File: config.mk
export PLATFORM = sky130hd
export DESIGN_NAME = sample_decimate
export DESIGN_NICKNAME = d
export VERILOG_FILES = /design/src/dsp_pkg.sv /design/src/detect_pkg.sv /design/src/sample_decimate.sv
export SDC_FILE = /design/constraint.sdc
export NUM_CORES = 1
export LEC_CHECK = 0
export BUFFER_PORTS_ARGS = -buffer_cell sky130_fd_sc_hd__buf_2
export CORE_UTILIZATION = 50
export CTS_BUF_LIST = sky130_fd_sc_hd__clkbuf_16
export DETAILED_ROUTE_END_ITERATION = 8
export PLACE_DENSITY = 0.83
export SYNTH_ARGS = -nofsm -noshare
export SYNTH_HDL_FRONTEND = slang
export SYNTH_SLANG_ARGS = --single-unit
File: constraint.sdc
create_clock -name clk -period 5.3 [get_ports clk]
set_input_delay 0.795 -clock clk [delete_from_list [all_inputs] [get_ports clk]]
set_output_delay 0.795 -clock clk [all_outputs]
set_load 0.01 [all_outputs]
File: src/dsp_pkg.sv
package dsp_pkg;

  ////////////////////////////////////////
  // sample and arithmetic widths
  ////////////////////////////////////////

  localparam int SAMP_W = 12;  // input I and Q width

  localparam int DEC_RATE  = 4;  // boxcar length, must be a power of two
  localparam int DEC_SHIFT = 2;  // log2 of DEC_RATE

  localparam int LEN   = 16;  // correlation window in decimated samples
  localparam int LEN_W = 4;   // index width of the window ring

  localparam int PROD_W = 25;  // two 24-bit products summed
  localparam int ACC_W  = 29;  // PROD_W plus growth over LEN terms

  ////////////////////////////////////////
  // complex types
  ////////////////////////////////////////

  // used for raw input and for decimated samples alike
  typedef struct packed {
    logic signed [SAMP_W-1:0] re;
    logic signed [SAMP_W-1:0] im;
  } cplx_t;

  typedef struct packed {
    logic signed [ACC_W-1:0] re;
    logic signed [ACC_W-1:0] im;
  } acc_cplx_t;

endpackage

File: src/detect_pkg.sv
package detect_pkg;

  ////////////////////////////////////////
  // detector controls
  ////////////////////////////////////////

  typedef enum logic [1:0] {
    TH_QUARTER,        // pow / 4
    TH_THREE_EIGHTHS,  // pow / 4 + pow / 8
    TH_HALF,           // pow / 2
    TH_FIVE_EIGHTHS    // pow / 2 + pow / 8
  } thres_sel_e;

  typedef enum logic {
    ST_SEARCH,
    ST_LOCKED
  } det_state_e;

  localparam int          NRX_TRIG   = 4;     // consecutive triggers needed for a report
  localparam int unsigned NOISE_POW  = 2000;  // power must exceed this floor
  localparam int          RES_DEPTH  = 4;     // result FIFO slots
  localparam int          IN_CREDITS = 4;     // credits the sender owns after reset
  localparam int          IDX_W      = 16;    // decimated sample index width
  localparam int          OUT_CRED_W = 8;     // output credit counter width

  ////////////////////////////////////////
  // report format
  ////////////////////////////////////////

  typedef struct packed {
    logic [IDX_W-1:0]         idx;
    logic [dsp_pkg::ACC_W-1:0] corr_mag;
    logic [dsp_pkg::ACC_W-1:0] pow_mag;
  } det_result_t;

endpackage

File: src/sample_decimate.sv
`timescale 1ns/1ns

module sample_decimate (
  input  logic           clk,
  input  logic           i_rst,
  input  logic           i_clear,
  input  logic           i_valid,
  input  dsp_pkg::cplx_t i_sample,
  input  logic           i_space_low,
  output logic           o_credit,
  output logic           o_dec_valid,
  output dsp_pkg::cplx_t o_dec_sample
);
  import dsp_pkg::*;
  import detect_pkg::*;

  logic [DEC_SHIFT-1:0]                 phase;
  logic signed [SAMP_W+DEC_SHIFT-1:0]   sum_re;
  logic signed [SAMP_W+DEC_SHIFT-1:0]   sum_im;
  logic signed [SAMP_W+DEC_SHIFT-1:0]   next_re;
  logic signed [SAMP_W+DEC_SHIFT-1:0]   next_im;
  logic signed [SAMP_W+DEC_SHIFT-1:0]   avg_re;
  logic signed [SAMP_W+DEC_SHIFT-1:0]   avg_im;
  logic                                 last_in;
  logic [$clog2(IN_CREDITS+1)-1:0]      pend_cnt;

  ////////////////////////////////////////
  // boxcar average
  ////////////////////////////////////////

  always_comb begin
    next_re = sum_re + i_sample.re;  // sign-extended into the wider sum
    next_im = sum_im + i_sample.im;
    avg_re  = next_re >>> DEC_SHIFT;
    avg_im  = next_im >>> DEC_SHIFT;
    last_in = i_valid && (phase == DEC_SHIFT'(DEC_RATE - 1));
  end

  always_ff @(posedge clk) begin
    if (i_rst || i_clear) begin
      phase       <= '0;
      sum_re      <= '0;
      sum_im      <= '0;
      o_dec_valid <= 1'b0;
    end else begin
      o_dec_valid <= last_in;
      if (i_valid) begin
        phase <= phase + 1'b1;  // wraps after DEC_RATE samples
        if (last_in) begin
          sum_re <= '0;
          sum_im <= '0;
        end else begin
          sum_re <= next_re;
          sum_im <= next_im;
        end
      end
    end
  end

  always_ff @(posedge clk) begin
    if (last_in) begin
      o_dec_sample.re <= avg_re[SAMP_W-1:0];  // average always fits SAMP_W
      o_dec_sample.im <= avg_im[SAMP_W-1:0];
    end
  end

  ////////////////////////////////////////
  // input credit return
  ////////////////////////////////////////

  always_ff @(posedge clk) begin
    if (i_rst) begin
      pend_cnt <= '0;
      o_credit <= 1'b0;
    end else if (i_space_low) begin
      o_credit <= 1'b0;  // hold credits back until the FIFO drains
      if (i_valid) begin
        pend_cnt <= pend_cnt + 1'b1;
      end
    end else if (pend_cnt != '0) begin
      o_credit <= 1'b1;
      if (!i_valid) begin
        pend_cnt <= pend_cnt - 1'b1;
      end
    end else begin
      o_credit <= i_valid;
    end
  end

endmodule

-- Yosys cells after proc, flatten, opt, wreduce, memory -nomap -nowiden
Cells that the tools add are included.
- register bits: 59
- bits of input ports: 29
- output and inout port bits: 26
- logic and storage cells: 29
- add/subtract/negate cells: 5
- equality and inequality tests: 3
- mux-type cells: 7
- reduce and logical (&&, ||, !) cells: 6
- operators by type and width (operator ; number):
    $add 14x12->14 ; 2
    $mux 14 ; 2
    $mux 3 ; 4
    $add 3x1->3 const B ; 1
    $reduce_and 3->1 ; 1
    $reduce_bool 3->1 ; 1
    $sub 3x1->3 const B ; 1
    $add 2x1->2 const B ; 1
    $eq 2x2->1 const B ; 1
    $ne 2x1->1 const B ; 1
    $ne 2x2->1 const B ; 1
    $reduce_bool 2->1 ; 1
    $reduce_or 2->1 ; 1
    $logic_and 1x1->1 ; 1
    $logic_or 1x1->1 ; 1
    $mux 1 ; 1

-- Depth between registers and ports, before layout
- depth after elaboration: 4
- mapped depth: 8
- gate-level depth less buffers: 8

-- Worst setup path before layout
No wires, ideal clock.
- path kind: input port to flip-flop
- start: in i_sample[12] (netlist bit)
- end: reg o_dec_sample[20] (netlist bit), data pin
- setup time: 0.255 ns
- arrival time: 2.391 ns
- data required time: 5.045 ns
- slack: 2.654 ns
- stages: 8
- path buffers: 0
- path through: ha_1 -> fa_1 -> a21oi_1 -> o21ai_0 -> a21oi_1 -> o211ai_1 -> a31o_2 -> and2_1
- word-level cells in the longest chain between the ends: 1
- RTL lines (what ; line ; source):
    from (decl) ; sample_decimate.sv:8 ; input dsp_pkg::cplx_t i_sample,
    $add 14x12->14 ; sample_decimate.sv:32 ; next_re = sum_re + i_sample.re;
    named net next_re[10] ; sample_decimate.sv:20 ; logic signed [SAMP_W+DEC_SHIFT-1:0] next_re;
    to (decl) ; sample_decimate.sv:12 ; output dsp_pkg::cplx_t o_dec_sample
The timed path passes the listed nets, and every way through them passes these cells.
A chain may end at the register's enable or synchronous reset.

-- Final worst setup path
- start: in i_valid
- end: reg sum_re[13]
- word-level cells in the longest chain between the ends: 2
- RTL lines (what ; line ; source):
    from (decl) ; sample_decimate.sv:7 ; input logic i_valid,
    $logic_and 1x1->1 ; sample_decimate.sv:36 ; last_in = i_valid && (phase == DEC_SHIFT'(DEC_RATE - 1));
    $mux 14 ; sample_decimate.sv:49 ; if (last_in) begin
    to (signal assigned) ; sample_decimate.sv:53 ; sum_re <= next_re;
    to (decl) ; sample_decimate.sv:18 ; logic signed [SAMP_W+DEC_SHIFT-1:0] sum_re;
Several ways; a longest one is shown, not always the timed one.

==> flow_summary.ini <==
[outcome]
status = complete, no violations

[timing]
fin_tns_setup_ns = 0
fmax_mhz = 354
fin_crit_sh_pct = 53.3
fin_skew_ns = 0.00420
slew_headroom_pct = 39.6
finalMaxSlewViolations = 0
rsz0062_at_grt = false
setup_viol = 0
worst_pin_slew_ns = 0.905
finalCriticalPeriod_ns = 2.82
finalHoldViolCount = 0

[flow_run]
drv_cap = 0

[logic_synthesis]
synth_compound_area_share_pct = 18.6
synth_xor_area_share_pct = 6.60
syn_inst = 336
synth_seq_cells = 59
synth.distinct_cells = 47
ys_warn_count = 0
synth-async-reset-ratio_pct = 0
synth_mux_area_share_pct = 1.24
synthAdderAreaFrac_pct = 12.0
synth_top_family_by_area = compound AO/OA/AOI/OAI gates
synth_top_cell_by_area = edfxtp_1
ys_seq_area_share_pct = 42.9
ys_top_cells_by_area = edfxtp_1 22%, dfxtp_1 21%, ha_1 10%, a21oi_1 5.4%, xnor2_1 4.0%
synth.cell_area_sq_um = 3320
synthFlopType = dfxtp_1
synthesis.nets = 395
syn_avg_cell_area_sq_um = 9.87
synth_top_area_share_pct = 21.7
synth_edf_count = 24
synthSimpleGateAreaFrac_pct = 17.2

[power]
seq_power_share_pct = 38.8
leakage_nw = 1.73
p_per_area_nw_per_um2 = 326
internal_power_mw = 0.979
power_frac_clock_pct = 47.0
switchingPower_mw = 0.317
vdd_drop_max_uv = 197
comb_power_share_pct = 14.3
p_sw_share_pct = 24.5

[finish]
fillers = 529
drive_gt1_share_pct = 20.1
layout_common_cells = 54 x buf_2, 36 x a21oi_1, 35 x dfxtp_1
final_common_cell = buf_2
finalNetCount = 453
diodes = 0
post-route-util_pct = 62.2
area_growth_pct = 19.7

[clocking]
post_cts_buffers = 0
cts_sinks = 59
cts-hold-fix-buffers = 0
tritoncts = built
cts.path.max_buffers = 2
ctsResizeCount = 0
cts-buffers-inserted = 9
insertion_delay_ns = 0.33
cts-root-buf = clkbuf_16
clk_pin_slew_ns = 0.05
htreeDepth = 3

[place]
dp_hpwl_mm = 5.08
gp_congestion = 0.826
port-buffer-count = 54

[route]
first_pass_iters = 4
totalWireLength_mm = 7.35
ant_nets = 0
viasPerCell = 5.77
wl_per_cell_um = 15.4
dr.first_iter.drc_count = 115
num_vias = 2745
drc = 0

[global_route]
grt_pass1_wl_mm = 12.0
grt_pass1_vias = 2669
grt_max_degree = 29
grt-ovfl-total = 0
track_usage_pct = 21.9
antenna_found_initial = 0

[floorplan]
core_sq_um = 6390
die_x_um = 83.5
die-area_sq_um = 6960
pin_count = 55
die_h_um = 83.5
rows = 29
initial_core_util_pct = 51.9

[critical_path]
end_kind = register
critical_path.startpoint = i_valid
critPathLaunchType = input pin
cp.required_ns = 5.56
arrival_ns = 3.08
r2r-start = phase[0]
criticalPathCategory = in -> reg
critPathMaxFanout = 28

[worst_hold_path]
hold_class = reg -> reg
hp-start = sum_im[10]
## power groups by stage
stage | combinational [mW] | clock [mW] | sequential, mW
3_5_place_dp | 0.180 | 0 | 0.511
5_1_grt | 0.205 | 0.636 | 0.504
3_3_place_gp | 0.172 | 0 | 0.511
2_1_floorplan | 0.138 | 0 | 0.509
6_report | 0.185 | 0.608 | 0.503
4_1_cts | 0.182 | 0.616 | 0.502
## registers in the layout, summed over array words and instances (netlist names)
register      count
o_credit          1
o_dec_sample     24
o_dec_valid       1
pend_cnt          3
phase             2
sum_im           14
sum_re           14
## routing by layer
metal	vias to the layer above	track usage, %	wire, um
met5	-	0	0
met4	0	9.86	110
met3	11	5.44	412
met2	89	37.7	3600
met1	1283	25.9	3230
li1	1362	-	-
## kinds of logic after synthesis
logic type | count (synthesis)
XOR/XNOR | 25
AND/OR/NAND/NOR | 110
flip-flops | 59
adder cells (fa/ha/maj) | 30
buffers and inverters | 13
multiplexers | 4
AO/OA/AOI/OAI | 95
## worst max-delay path: stages
cell,delay [ns]
buf_2,0.40
nor2b_1,0.71
and2_0,0.81
a31oi_1,0.18
o21ai_0,0.17
## worst paths after layout
path | end | slack [ns] | depth (start not counted)
worst max-delay path | sum_re[13] | 2.48 | 5
worst min-delay path | sum_im[10] | 0.47 | 1
worst max register to register | sum_re[13] | 2.84 | 5
worst min register to register | sum_im[10] | 0.47 | 1
## cells in the mapped netlist (3+ instances only)
master	number
a211oi_1	5
a21o_1	7
a21oi_1	36
a22o_1	9
a31oi_1	4
and2_1	4
and3_1	4
clkbuf_1	6
dfxtp_1	35
edfxtp_1	24
fa_1	3
ha_1	27
inv_1	4
mux2i_1	3
nand2_1	18
nand2b_1	4
nand3_1	8
nand3b_1	3
nor2_1	29
nor2b_1	15
nor3_1	6
nor3b_1	5
o211ai_1	5
o21ai_0	12
o21bai_1	4
or2_2	4
or3_1	4
xnor2_1	15
xor2_1	10
## layout make-up
type                       instances  area (sq um)  share of cell area (%)
timing repair buffer              56           285                    7.18
multi-input combinational        264          1840                    46.4
tap                               77          96.3                    2.43
sequential                        59          1420                    35.8
clock inverter                     7          83.8                    2.11
inverter                           4          15.0                   0.378
clock buffer                       9           225                    5.67
## metrics by stage
step | hold slack (ns) | worst slack [ns] | instances | area, sq um | power (mW)
2_1_floorplan | 0.440 | 2.65 | 336 | 3320 | 0.647
3_3_place_gp | 0.453 | 2.32 | 460 | 3660 | 0.683
3_5_place_dp | 0.467 | 2.19 | 460 | 3660 | 0.691
5_1_grt | 0.499 | 2.25 | 476 | 3970 | 1.34
6_report | 0.472 | 2.48 | 476 | 3970 | 1.30
4_1_cts | 0.479 | 2.51 | 476 | 3970 | 1.30
No activity file was read; power rests on OpenSTA's default activity.
