File: config.mk
export PLATFORM = sky130hd
export DESIGN_NAME = peak_judge
export DESIGN_NICKNAME = d
export VERILOG_FILES = /design/src/dsp_pkg.sv /design/src/detect_pkg.sv /design/src/peak_judge.sv
export SDC_FILE = /design/constraint.sdc
export NUM_CORES = 1
export LEC_CHECK = 0
export ABC_CLOCK_PERIOD_IN_PS = 12200
export CAP_MARGIN = 20
export CORE_MARGIN = 1.5
export CORE_UTILIZATION = 64
export CTS_CLUSTER_SIZE = 10
export DETAILED_ROUTE_END_ITERATION = 6
export DONT_BUFFER_PORTS = 1
export GPL_TIMING_DRIVEN = 0
export PLACE_DENSITY = 0.77
export SYNTH_ARGS = -nofsm -noshare
export SYNTH_HDL_FRONTEND = slang
export SYNTH_SLANG_ARGS = --single-unit
File: constraint.sdc
create_clock -name clk -period 12.2 [get_ports clk]
set_input_delay 2.44 -clock clk [delete_from_list [all_inputs] [get_ports clk]]
set_output_delay 2.44 -clock clk [all_outputs]
set_load 0.05 [all_outputs]
File: src/dsp_pkg.sv
package dsp_pkg;

  ////////////////////////////////////////
  // sample and arithmetic widths
  ////////////////////////////////////////

  localparam int SAMP_W = 12;  // input I and Q width

  localparam int DEC_RATE  = 4;  // boxcar length, must be a power of two
  localparam int DEC_SHIFT = 2;  // log2 of DEC_RATE

  localparam int LEN   = 16;  // correlation window in decimated samples
  localparam int LEN_W = 4;   // index width of the window ring

  localparam int PROD_W = 25;  // two 24-bit products summed
  localparam int ACC_W  = 29;  // PROD_W plus growth over LEN terms

  ////////////////////////////////////////
  // complex types
  ////////////////////////////////////////

  // used for raw input and for decimated samples alike
  typedef struct packed {
    logic signed [SAMP_W-1:0] re;
    logic signed [SAMP_W-1:0] im;
  } cplx_t;

  typedef struct packed {
    logic signed [ACC_W-1:0] re;
    logic signed [ACC_W-1:0] im;
  } acc_cplx_t;

endpackage

File: src/detect_pkg.sv
package detect_pkg;

  ////////////////////////////////////////
  // detector controls
  ////////////////////////////////////////

  typedef enum logic [1:0] {
    TH_QUARTER,        // pow / 4
    TH_THREE_EIGHTHS,  // pow / 4 + pow / 8
    TH_HALF,           // pow / 2
    TH_FIVE_EIGHTHS    // pow / 2 + pow / 8
  } thres_sel_e;

  typedef enum logic {
    ST_SEARCH,
    ST_LOCKED
  } det_state_e;

  localparam int          NRX_TRIG   = 4;     // consecutive triggers needed for a report
  localparam int unsigned NOISE_POW  = 2000;  // power must exceed this floor
  localparam int          RES_DEPTH  = 4;     // result FIFO slots
  localparam int          IN_CREDITS = 4;     // credits the sender owns after reset
  localparam int          IDX_W      = 16;    // decimated sample index width
  localparam int          OUT_CRED_W = 8;     // output credit counter width

  ////////////////////////////////////////
  // report format
  ////////////////////////////////////////

  typedef struct packed {
    logic [IDX_W-1:0]         idx;
    logic [dsp_pkg::ACC_W-1:0] corr_mag;
    logic [dsp_pkg::ACC_W-1:0] pow_mag;
  } det_result_t;

endpackage

File: src/peak_judge.sv
`timescale 1ns/1ns

module peak_judge (
  input  logic                      clk,
  input  logic                      i_rst,
  input  logic                      i_clear,
  input  detect_pkg::thres_sel_e    i_thres_sel,
  input  logic                      i_met_valid,
  input  logic [dsp_pkg::ACC_W-1:0] i_corr_mag,
  input  logic [dsp_pkg::ACC_W-1:0] i_pow_mag,
  input  logic                      i_credit,
  output logic                      o_space_low,
  output logic                      o_valid,
  output detect_pkg::det_result_t   o_result
);
  import dsp_pkg::*;
  import detect_pkg::*;

  logic [ACC_W-1:0]                 thres;
  logic                             trig;
  det_state_e                       state;
  logic [$clog2(NRX_TRIG+1)-1:0]    run_cnt;
  logic [IDX_W-1:0]                 idx;
  logic                             push_req;
  logic                             push;
  logic                             pop;

  det_result_t                      fifo_mem [RES_DEPTH];
  logic [$clog2(RES_DEPTH)-1:0]     wr_ptr;
  logic [$clog2(RES_DEPTH)-1:0]     rd_ptr;
  logic [$clog2(RES_DEPTH+1)-1:0]   fifo_cnt;
  logic [OUT_CRED_W-1:0]            out_cred;

  ////////////////////////////////////////
  // threshold and trigger
  ////////////////////////////////////////

  always_comb begin
    thres = i_pow_mag >> 2;
    case (i_thres_sel)
      TH_QUARTER:       thres = i_pow_mag >> 2;
      TH_THREE_EIGHTHS: thres = (i_pow_mag >> 2) + (i_pow_mag >> 3);
      TH_HALF:          thres = i_pow_mag >> 1;
      TH_FIVE_EIGHTHS:  thres = (i_pow_mag >> 1) + (i_pow_mag >> 3);
      default:          thres = i_pow_mag >> 2;
    endcase
    trig     = (i_corr_mag > thres) && (i_pow_mag > NOISE_POW);
    push_req = i_met_valid && trig && (state == ST_SEARCH) && (run_cnt == NRX_TRIG - 1);
    push     = push_req && (fifo_cnt != RES_DEPTH);
  end

  always_ff @(posedge clk) begin
    if (i_rst || i_clear) begin
      state   <= ST_SEARCH;
      run_cnt <= '0;
      idx     <= '0;
    end else if (i_met_valid) begin
      idx <= idx + 1'b1;  // counts every metric, reported or not
      case (state)
        ST_SEARCH: begin
          if (!trig) begin
            run_cnt <= '0;
          end else if (push_req) begin
            run_cnt <= '0;
            state   <= ST_LOCKED;
          end else begin
            run_cnt <= run_cnt + 1'b1;
          end
        end
        ST_LOCKED: begin
          if (!trig) begin
            state <= ST_SEARCH;  // one quiet metric rearms the search
          end
        end
        default: state <= ST_SEARCH;
      endcase
    end
  end

  ////////////////////////////////////////
  // result FIFO and output credits
  ////////////////////////////////////////

  always_comb begin
    o_valid     = (fifo_cnt != '0) && (out_cred != '0);
    pop         = o_valid;
    o_result    = fifo_mem[rd_ptr];
    o_space_low = fifo_cnt > RES_DEPTH - 2;  // fewer than two free slots
  end

  always_ff @(posedge clk) begin
    if (push) begin
      fifo_mem[wr_ptr] <= '{idx: idx, corr_mag: i_corr_mag, pow_mag: i_pow_mag};
    end
  end

  always_ff @(posedge clk) begin
    if (i_rst || i_clear) begin
      wr_ptr   <= '0;
      rd_ptr   <= '0;
      fifo_cnt <= '0;
    end else begin
      if (push) begin
        wr_ptr <= wr_ptr + 1'b1;
      end
      if (pop) begin
        rd_ptr <= rd_ptr + 1'b1;
      end
      case ({push, pop})
        2'b10:   fifo_cnt <= fifo_cnt + 1'b1;
        2'b01:   fifo_cnt <= fifo_cnt - 1'b1;
        default: fifo_cnt <= fifo_cnt;
      endcase
    end
  end

  always_ff @(posedge clk) begin
    if (i_rst) begin
      out_cred <= '0;
    end else begin
      case ({i_credit, pop})
        2'b10:   out_cred <= out_cred + 1'b1;
        2'b01:   out_cred <= out_cred - 1'b1;
        default: out_cred <= out_cred;
      endcase
    end
  end

endmodule

== Word level (Yosys, flattened, before mapping) ==
Memory sizes are Yosys's and may differ from the RTL's. A register that Yosys moved wholly into a read port is not among the register bits.
Cells that the tools add are included.

* Output and inout bits: 76
* Bits in writable memories: 296
* Memories kept: 1
* Bits in latches: 0
* Word-level logic and storage cells: 57
* Input bits: 65
* Flip-flop bits (word level): 35
* ROM bits: 0

{| class="wikitable"
|+ Memories
! name !! depth !! width !! rd ports !! clocked after memory_dff !! wr ports !! RTL line !! RTL
|-
| fifo_mem || 4 || 74 || 1 || 1 || 1 || peak_judge.sv:28 || <nowiki>det_result_t fifo_mem [RES_DEPTH];</nowiki>
|}

* Reduce and logical (&&, ||, !) cells: 13
* Bitwise logic cells: 1
* Equality and inequality tests: 9
* Shift-type cells: 0
* Magnitude comparators: 3
* Mux-type cells: 13
* Add/sub/neg operators: 10
* $mul: 0
* Divide/modulo/power cells: 0

{| class="wikitable"
|+ Operators with widths
! cell !! number
|-
| case mux 29 bit (4 select lines) || 1
|-
| adder 28 x 26 -> 29 bit || 1
|-
| > comparator 29 x 11 -> 1 bit (second input constant) || 1
|-
| > comparator 29 bit || 1
|-
| adder 27 x 26 -> 28 bit || 1
|-
| adder 16 x 1 -> 16 bit (second input constant) || 1
|-
| case mux 8 bit (2 select lines) || 1
|-
| adder 8 x 1 -> 8 bit (second input constant) || 1
|-
| == test 2 bit (second input constant) || 4
|-
| nonzero test 8 bit || 1
|-
| subtractor 8 x 1 -> 8 bit (second input constant) || 1
|-
| adder 3 x 1 -> 3 bit (second input constant) || 2
|-
| == test 2 x 1 -> 1 bit (second input constant) || 3
|-
| logical AND 1 bit || 6
|-
| 2-to-1 mux 3 bit || 2
|-
| case mux 3 bit (2 select lines) || 1
|-
| 2-to-1 mux 1 bit || 5
|-
| adder 2 x 1 -> 2 bit (second input constant) || 2
|-
| 2-to-1 mux 2 bit || 2
|-
| nonzero test 2 bit || 2
|-
| == test 3 x 2 -> 1 bit (second input constant) || 1
|-
| > comparator 3 x 2 -> 1 bit (second input constant) || 1
|-
| != test 3 bit (second input constant) || 1
|-
| nonzero test 3 bit || 1
|-
| other kinds (6) || 6
|}

== Logic depth before layout (Yosys ltp) ==
* Depth in word-level cells: 10
* Mapped depth: 25

== Worst setup path after synthesis ==
OpenSTA, ideal clock, no wires.

* Path kind: in2reg
* Start: input i_pow_mag[1] (netlist name)
* End: memory fifo_mem[0][0] (netlist name), enable pin
* Cell stages on the path: 19
* Setup slack: 2500 ps
* Required time: 11693 ps
* Path buffers: 0
* Data arrival time: 9193 ps
* Cell sequence: ha_1 > inv_1 > fa_1 > nand2b_1 > a21oi_1 > o311ai_1 > a31o_1 > o311ai_1 > xor2_1 > a21oi_1 > a22o_1 > ha_1 > nand4_1 > or3_1 > nor2_1 > o21ai_0 > a21oi_1 > nand4_1 > nor2_1

* Longest elaborated chain between the ends: 10

{| class="wikitable"
|+ Ends and longest elaborated chain
! what !! RTL line !! RTL
|-
| start, declared || peak_judge.sv:10 || <nowiki>input logic [dsp_pkg::ACC_W-1:0] i_pow_mag,</nowiki>
|-
| adder 28 x 26 -> 29 bit || peak_judge.sv:44 || <nowiki>TH_FIVE_EIGHTHS: thres = (i_pow_mag >> 1) + (i_pow_mag >> 3);</nowiki>
|-
| case mux 29 bit (4 select lines) || peak_judge.sv:40 || <nowiki>case (i_thres_sel)</nowiki>
|-
| > comparator 29 bit || peak_judge.sv:47 || <nowiki>trig = (i_corr_mag > thres) && (i_pow_mag > NOISE_POW);</nowiki>
|-
| logical AND 1 bit (*) || peak_judge.sv:47 ||
|-
| logical AND 1 bit (*) (3 in series) || peak_judge.sv:48 || <nowiki>push_req = i_met_valid && trig && (state == ST_SEARCH) && (run_cnt == NRX_TRIG - 1);</nowiki>
|-
| logical AND 1 bit (*) || peak_judge.sv:49 || <nowiki>push = push_req && (fifo_cnt != RES_DEPTH);</nowiki>
|-
| 2-to-1 mux 1 bit (*) || peak_judge.sv:92 || <nowiki>if (push) begin</nowiki>
|-
| 2-to-1 mux 1 bit (not written as such) (*) || peak_judge.sv:93 || <nowiki>fifo_mem[wr_ptr] <= '{idx: idx, corr_mag: i_corr_mag, pow_mag: i_pow_mag};</nowiki>
|-
| end, declared || peak_judge.sv:28 ||
|}

Mark *: on every way between the ends. The rest lies on a longest branch, timed or not.

== Final worst setup path ==
* Start: input i_pow_mag[1] (netlist name)
* End: memory fifo_mem[3][17] (netlist name), enable pin

Same word-level chain as after synthesis.

==> impl_metrics.ini <==
[grt]
grt-ovfl-total = 0
grt_pass1_wl_um = 62500
antenna_found_initial = 1
grt_pass1_vias = 11100
grt_max_degree = 30
track_usage_pct = 29.1

[yosys]
synth-seq-cells = 333
ys.flop_type = edfxtp_1
netlist.area_leader.share_pct = 51.4
synth_xor_area_share_pct = 3.19
netlist_top_cells_area = edfxtp_1 (51%), mux4_2 (11%), ha_1 (8.8%)
synth_top_family_by_area = multiplexers
synthCells = 1255
muxShareOfSynthArea_pct = 12.1
yosysWarnings = 0
synth.avg_cell_area_um2 = 13.8
synth_edf_count = 296
synthArstFlopShare_pct = 0
synth-adder-area-share_pct = 9.21
yosysTopAreaCell = edfxtp_1
seq_area_frac_synth_pct = 55.7
synth_area_um2 = 17300
synth-simple-area-share_pct = 8.19
synth_fp_nets = 1445
synth-compound-area-share_pct = 9.31
synth.distinct_cells = 71

[timing]
slew_violations = 0
rsz0062_at_grt = no
finalSetupViolations = 0
worst_pin_slew_ns = 1.02
hold_ws_ns = 0.467
post-route-period-util_pct = 72.2
fmax_ghz = 0.113
hold_violations = 0
period_needed_ns = 8.81
slew_headroom_pct = 32.3
finalClockSkew_ns = 0.0255

[placement]
dp.cells = 1601
dpl.hpwl_um = 27800
io_buffers = 0
gp_congestion = 0.908

[floorplanning]
num_rows = 59
fp.coreArea_um2 = 26300
initial_core_util_pct = 65.8
die_h_um = 167
dieArea_um2 = 28000
die_w_um = 167
num_io_pins = 141

[critical_path]
arrival_ns = 9.02
crit_required_ns = 12.41
cp-start-kind = input pin
worstReg2RegEnd = out_cred[7]
crit_end = fifo_mem[3][17]
crit_path_start = i_pow_mag[1]
path_class = input pin to flop
max_stage_delay_ns = 0.77
end_kind = flop
cp_slowest_cell = nor2_4
r2r_slack_ns = 8.60
path_cells = ha_1, inv_1, fa_1, nand2b_1, a21oi_1, o311ai_1, nand4_1, a41oi_1, xnor2_1, a21oi_1, or3_1, ha_1, nand4_1, or3_1, nor2_1, o21ai_0, a21oi_1, nand4_1, nor2_4, buf_12, buf_12
reg2reg_from = out_cred[0]
reg2reg_depth = 14
crit_path_max_fanout = 29

[routing]
wl_per_cell_um = 24.1
drt-pass1-iter-count = 5
viasPerCell = 6.60
drt_first_iter_violations = 959
drc = 0
final_antenna_net_count = 0
vias = 11000
wl_um = 40100

[worst_hold_path]
hp-class = flop to flop

[status]
status = complete, no violations

[clock_network]
clock_latency_ns = 0.54
cts-resized-gates = 0
clock-root-buffer = clkbuf_16
holdBufCountCts = 0
htree_levels = 2
cts_setup_buffers = 0
cts_buffers = 39
clk_pin_slew_ns = 0.05
cts.path.max_buffers = 3
cts_tree = yes
clock_sinks = 333

[power]
p_total_mw = 2.53
p_leak_nw = 6.68
powerDensity_nw_per_um2 = 133
vdd_drop_max_v = 0.000121

[job]
drv_cap = 0

[finish]
syn_to_final_growth_pct = 10.1
instances_no_fill = 1662
antenna_cells = 0
layout.nets = 1497
drive_above_1_share_pct = 12.0
==> cell usage in the layout, fill, tap and decap left out, types with 8 or more instances in the layout <==
master / n
clkbuf_1: 52
clkbuf_16: 39
nand4_1: 17
xnor2_1: 29
buf_1: 13
nor2b_1: 16
and3_1: 15
o21a_1: 8
dfxtp_1: 37
mux2i_1: 14
a21o_1: 35
nor2_1: 76
mux4_2: 87
o21ai_0: 31
nand3_1: 22
a21oi_1: 95
nand2b_1: 12
ha_1: 121
o22ai_1: 11
nor3_1: 26
inv_1: 58
xor2_1: 34
edfxtp_1: 296
buf_12: 8
nand2_1: 48
==> metrics by stage <==
step | util, % | instance area [µm²] | setup slack, ns | setup TNS [ns]
3_3_place_gp | 67.4 | 17700 | -1.09 | -295.73
3_5_place_dp | 68.3 | 17900 | 2.95 | 0
5_1_grt | 72.5 | 19100 | 3.04 | 0
6_report | 72.5 | 19100 | 3.39 | 0
4_1_cts | 72.5 | 19100 | 3.47 | 0
2_1_floorplan | - | 17300 | 2.50 | 0
==> registers in the layout, indices dropped and copies added, names as in the netlist, named ones only <==
signal    flops
idx          16
out_cred      8
state         1
rd_ptr        2
wr_ptr        2
run_cnt       3
fifo_cnt      3
fifo_mem    296
==> power breakdown <==
group / internal [mW] / total [mW] / switching [mW]
Clock: 0.591 / 1.01 / 0.423
Combinational: 0.113 / 0.273 / 0.160
Sequential: 1.24 / 1.24 / 0.00141
==> critical path, delay by kind of cell <==
kind            cells  cell delay (ns)
compound gates      6             1.88
fa+ha+maj           3             0.78
simple gates        8             3.11
xor+xnor            1             0.15
buf+inv             3             0.60
==> cell families after synthesis <==
kind of cell,after synthesis
flip-flops,333
AND/OR/NAND/NOR,277
AO/OA/AOI/OAI,250
adder cells (fa/ha/maj),125
buffers and inverters,106
multiplexers,101
XOR/XNOR,63
==> cells in the mapped netlist (12+ instances only) <==
library cell  count
dfxtp_1          37
nand3_1          22
nor3_1           26
a21o_1           35
and3_1           15
clkbuf_1         35
nand4_1          17
nand2b_1         12
mux4_2           87
nand2_1          48
edfxtp_1        296
nor2b_1          16
buf_1            12
ha_1            121
a21oi_1          95
xnor2_1          29
o21ai_0          31
mux2i_1          14
inv_1            58
nor2_1           80
xor2_1           34
==> routing by layer <==
layer	global-route usage (%)	part of all wire, %	vias up
li1	-	-	4999
met1	38.0	40	5458
met2	49.7	50	438
met3	5.77	7.1	80
met4	9.05	2.5	0
met5	0	0	-
==> worst min-delay path by stage <==
stage               startpoint    endpoint  slack, ns  depth (start not counted)
finish              run_cnt[2]  run_cnt[2]       0.47                          2
global route        run_cnt[2]  run_cnt[2]       0.50                          2
CTS                 run_cnt[2]  run_cnt[2]       0.47                          2
detailed placement  run_cnt[2]  run_cnt[2]       0.46                          2
global placement    run_cnt[2]  run_cnt[2]       0.42                          2
floorplan           run_cnt[2]  run_cnt[2]       0.41                          2
==> layout make-up <==
| type | instances | area (µm²) |
|---|---|---|
| inverters | 58 | 218 |
| repair buffers | 11 | 199 |
| clock inverters | 5 | 65.1 |
| clock buffers | 56 | 1040 |
| plain buffers | 48 | 181 |
| fillers | 1707 | 7230 |
| multi-input cells | 816 | 7300 |
| well taps | 335 | 419 |
| flip-flops and latches | 333 | 9630 |
Power figures use the tool's default switching activity.
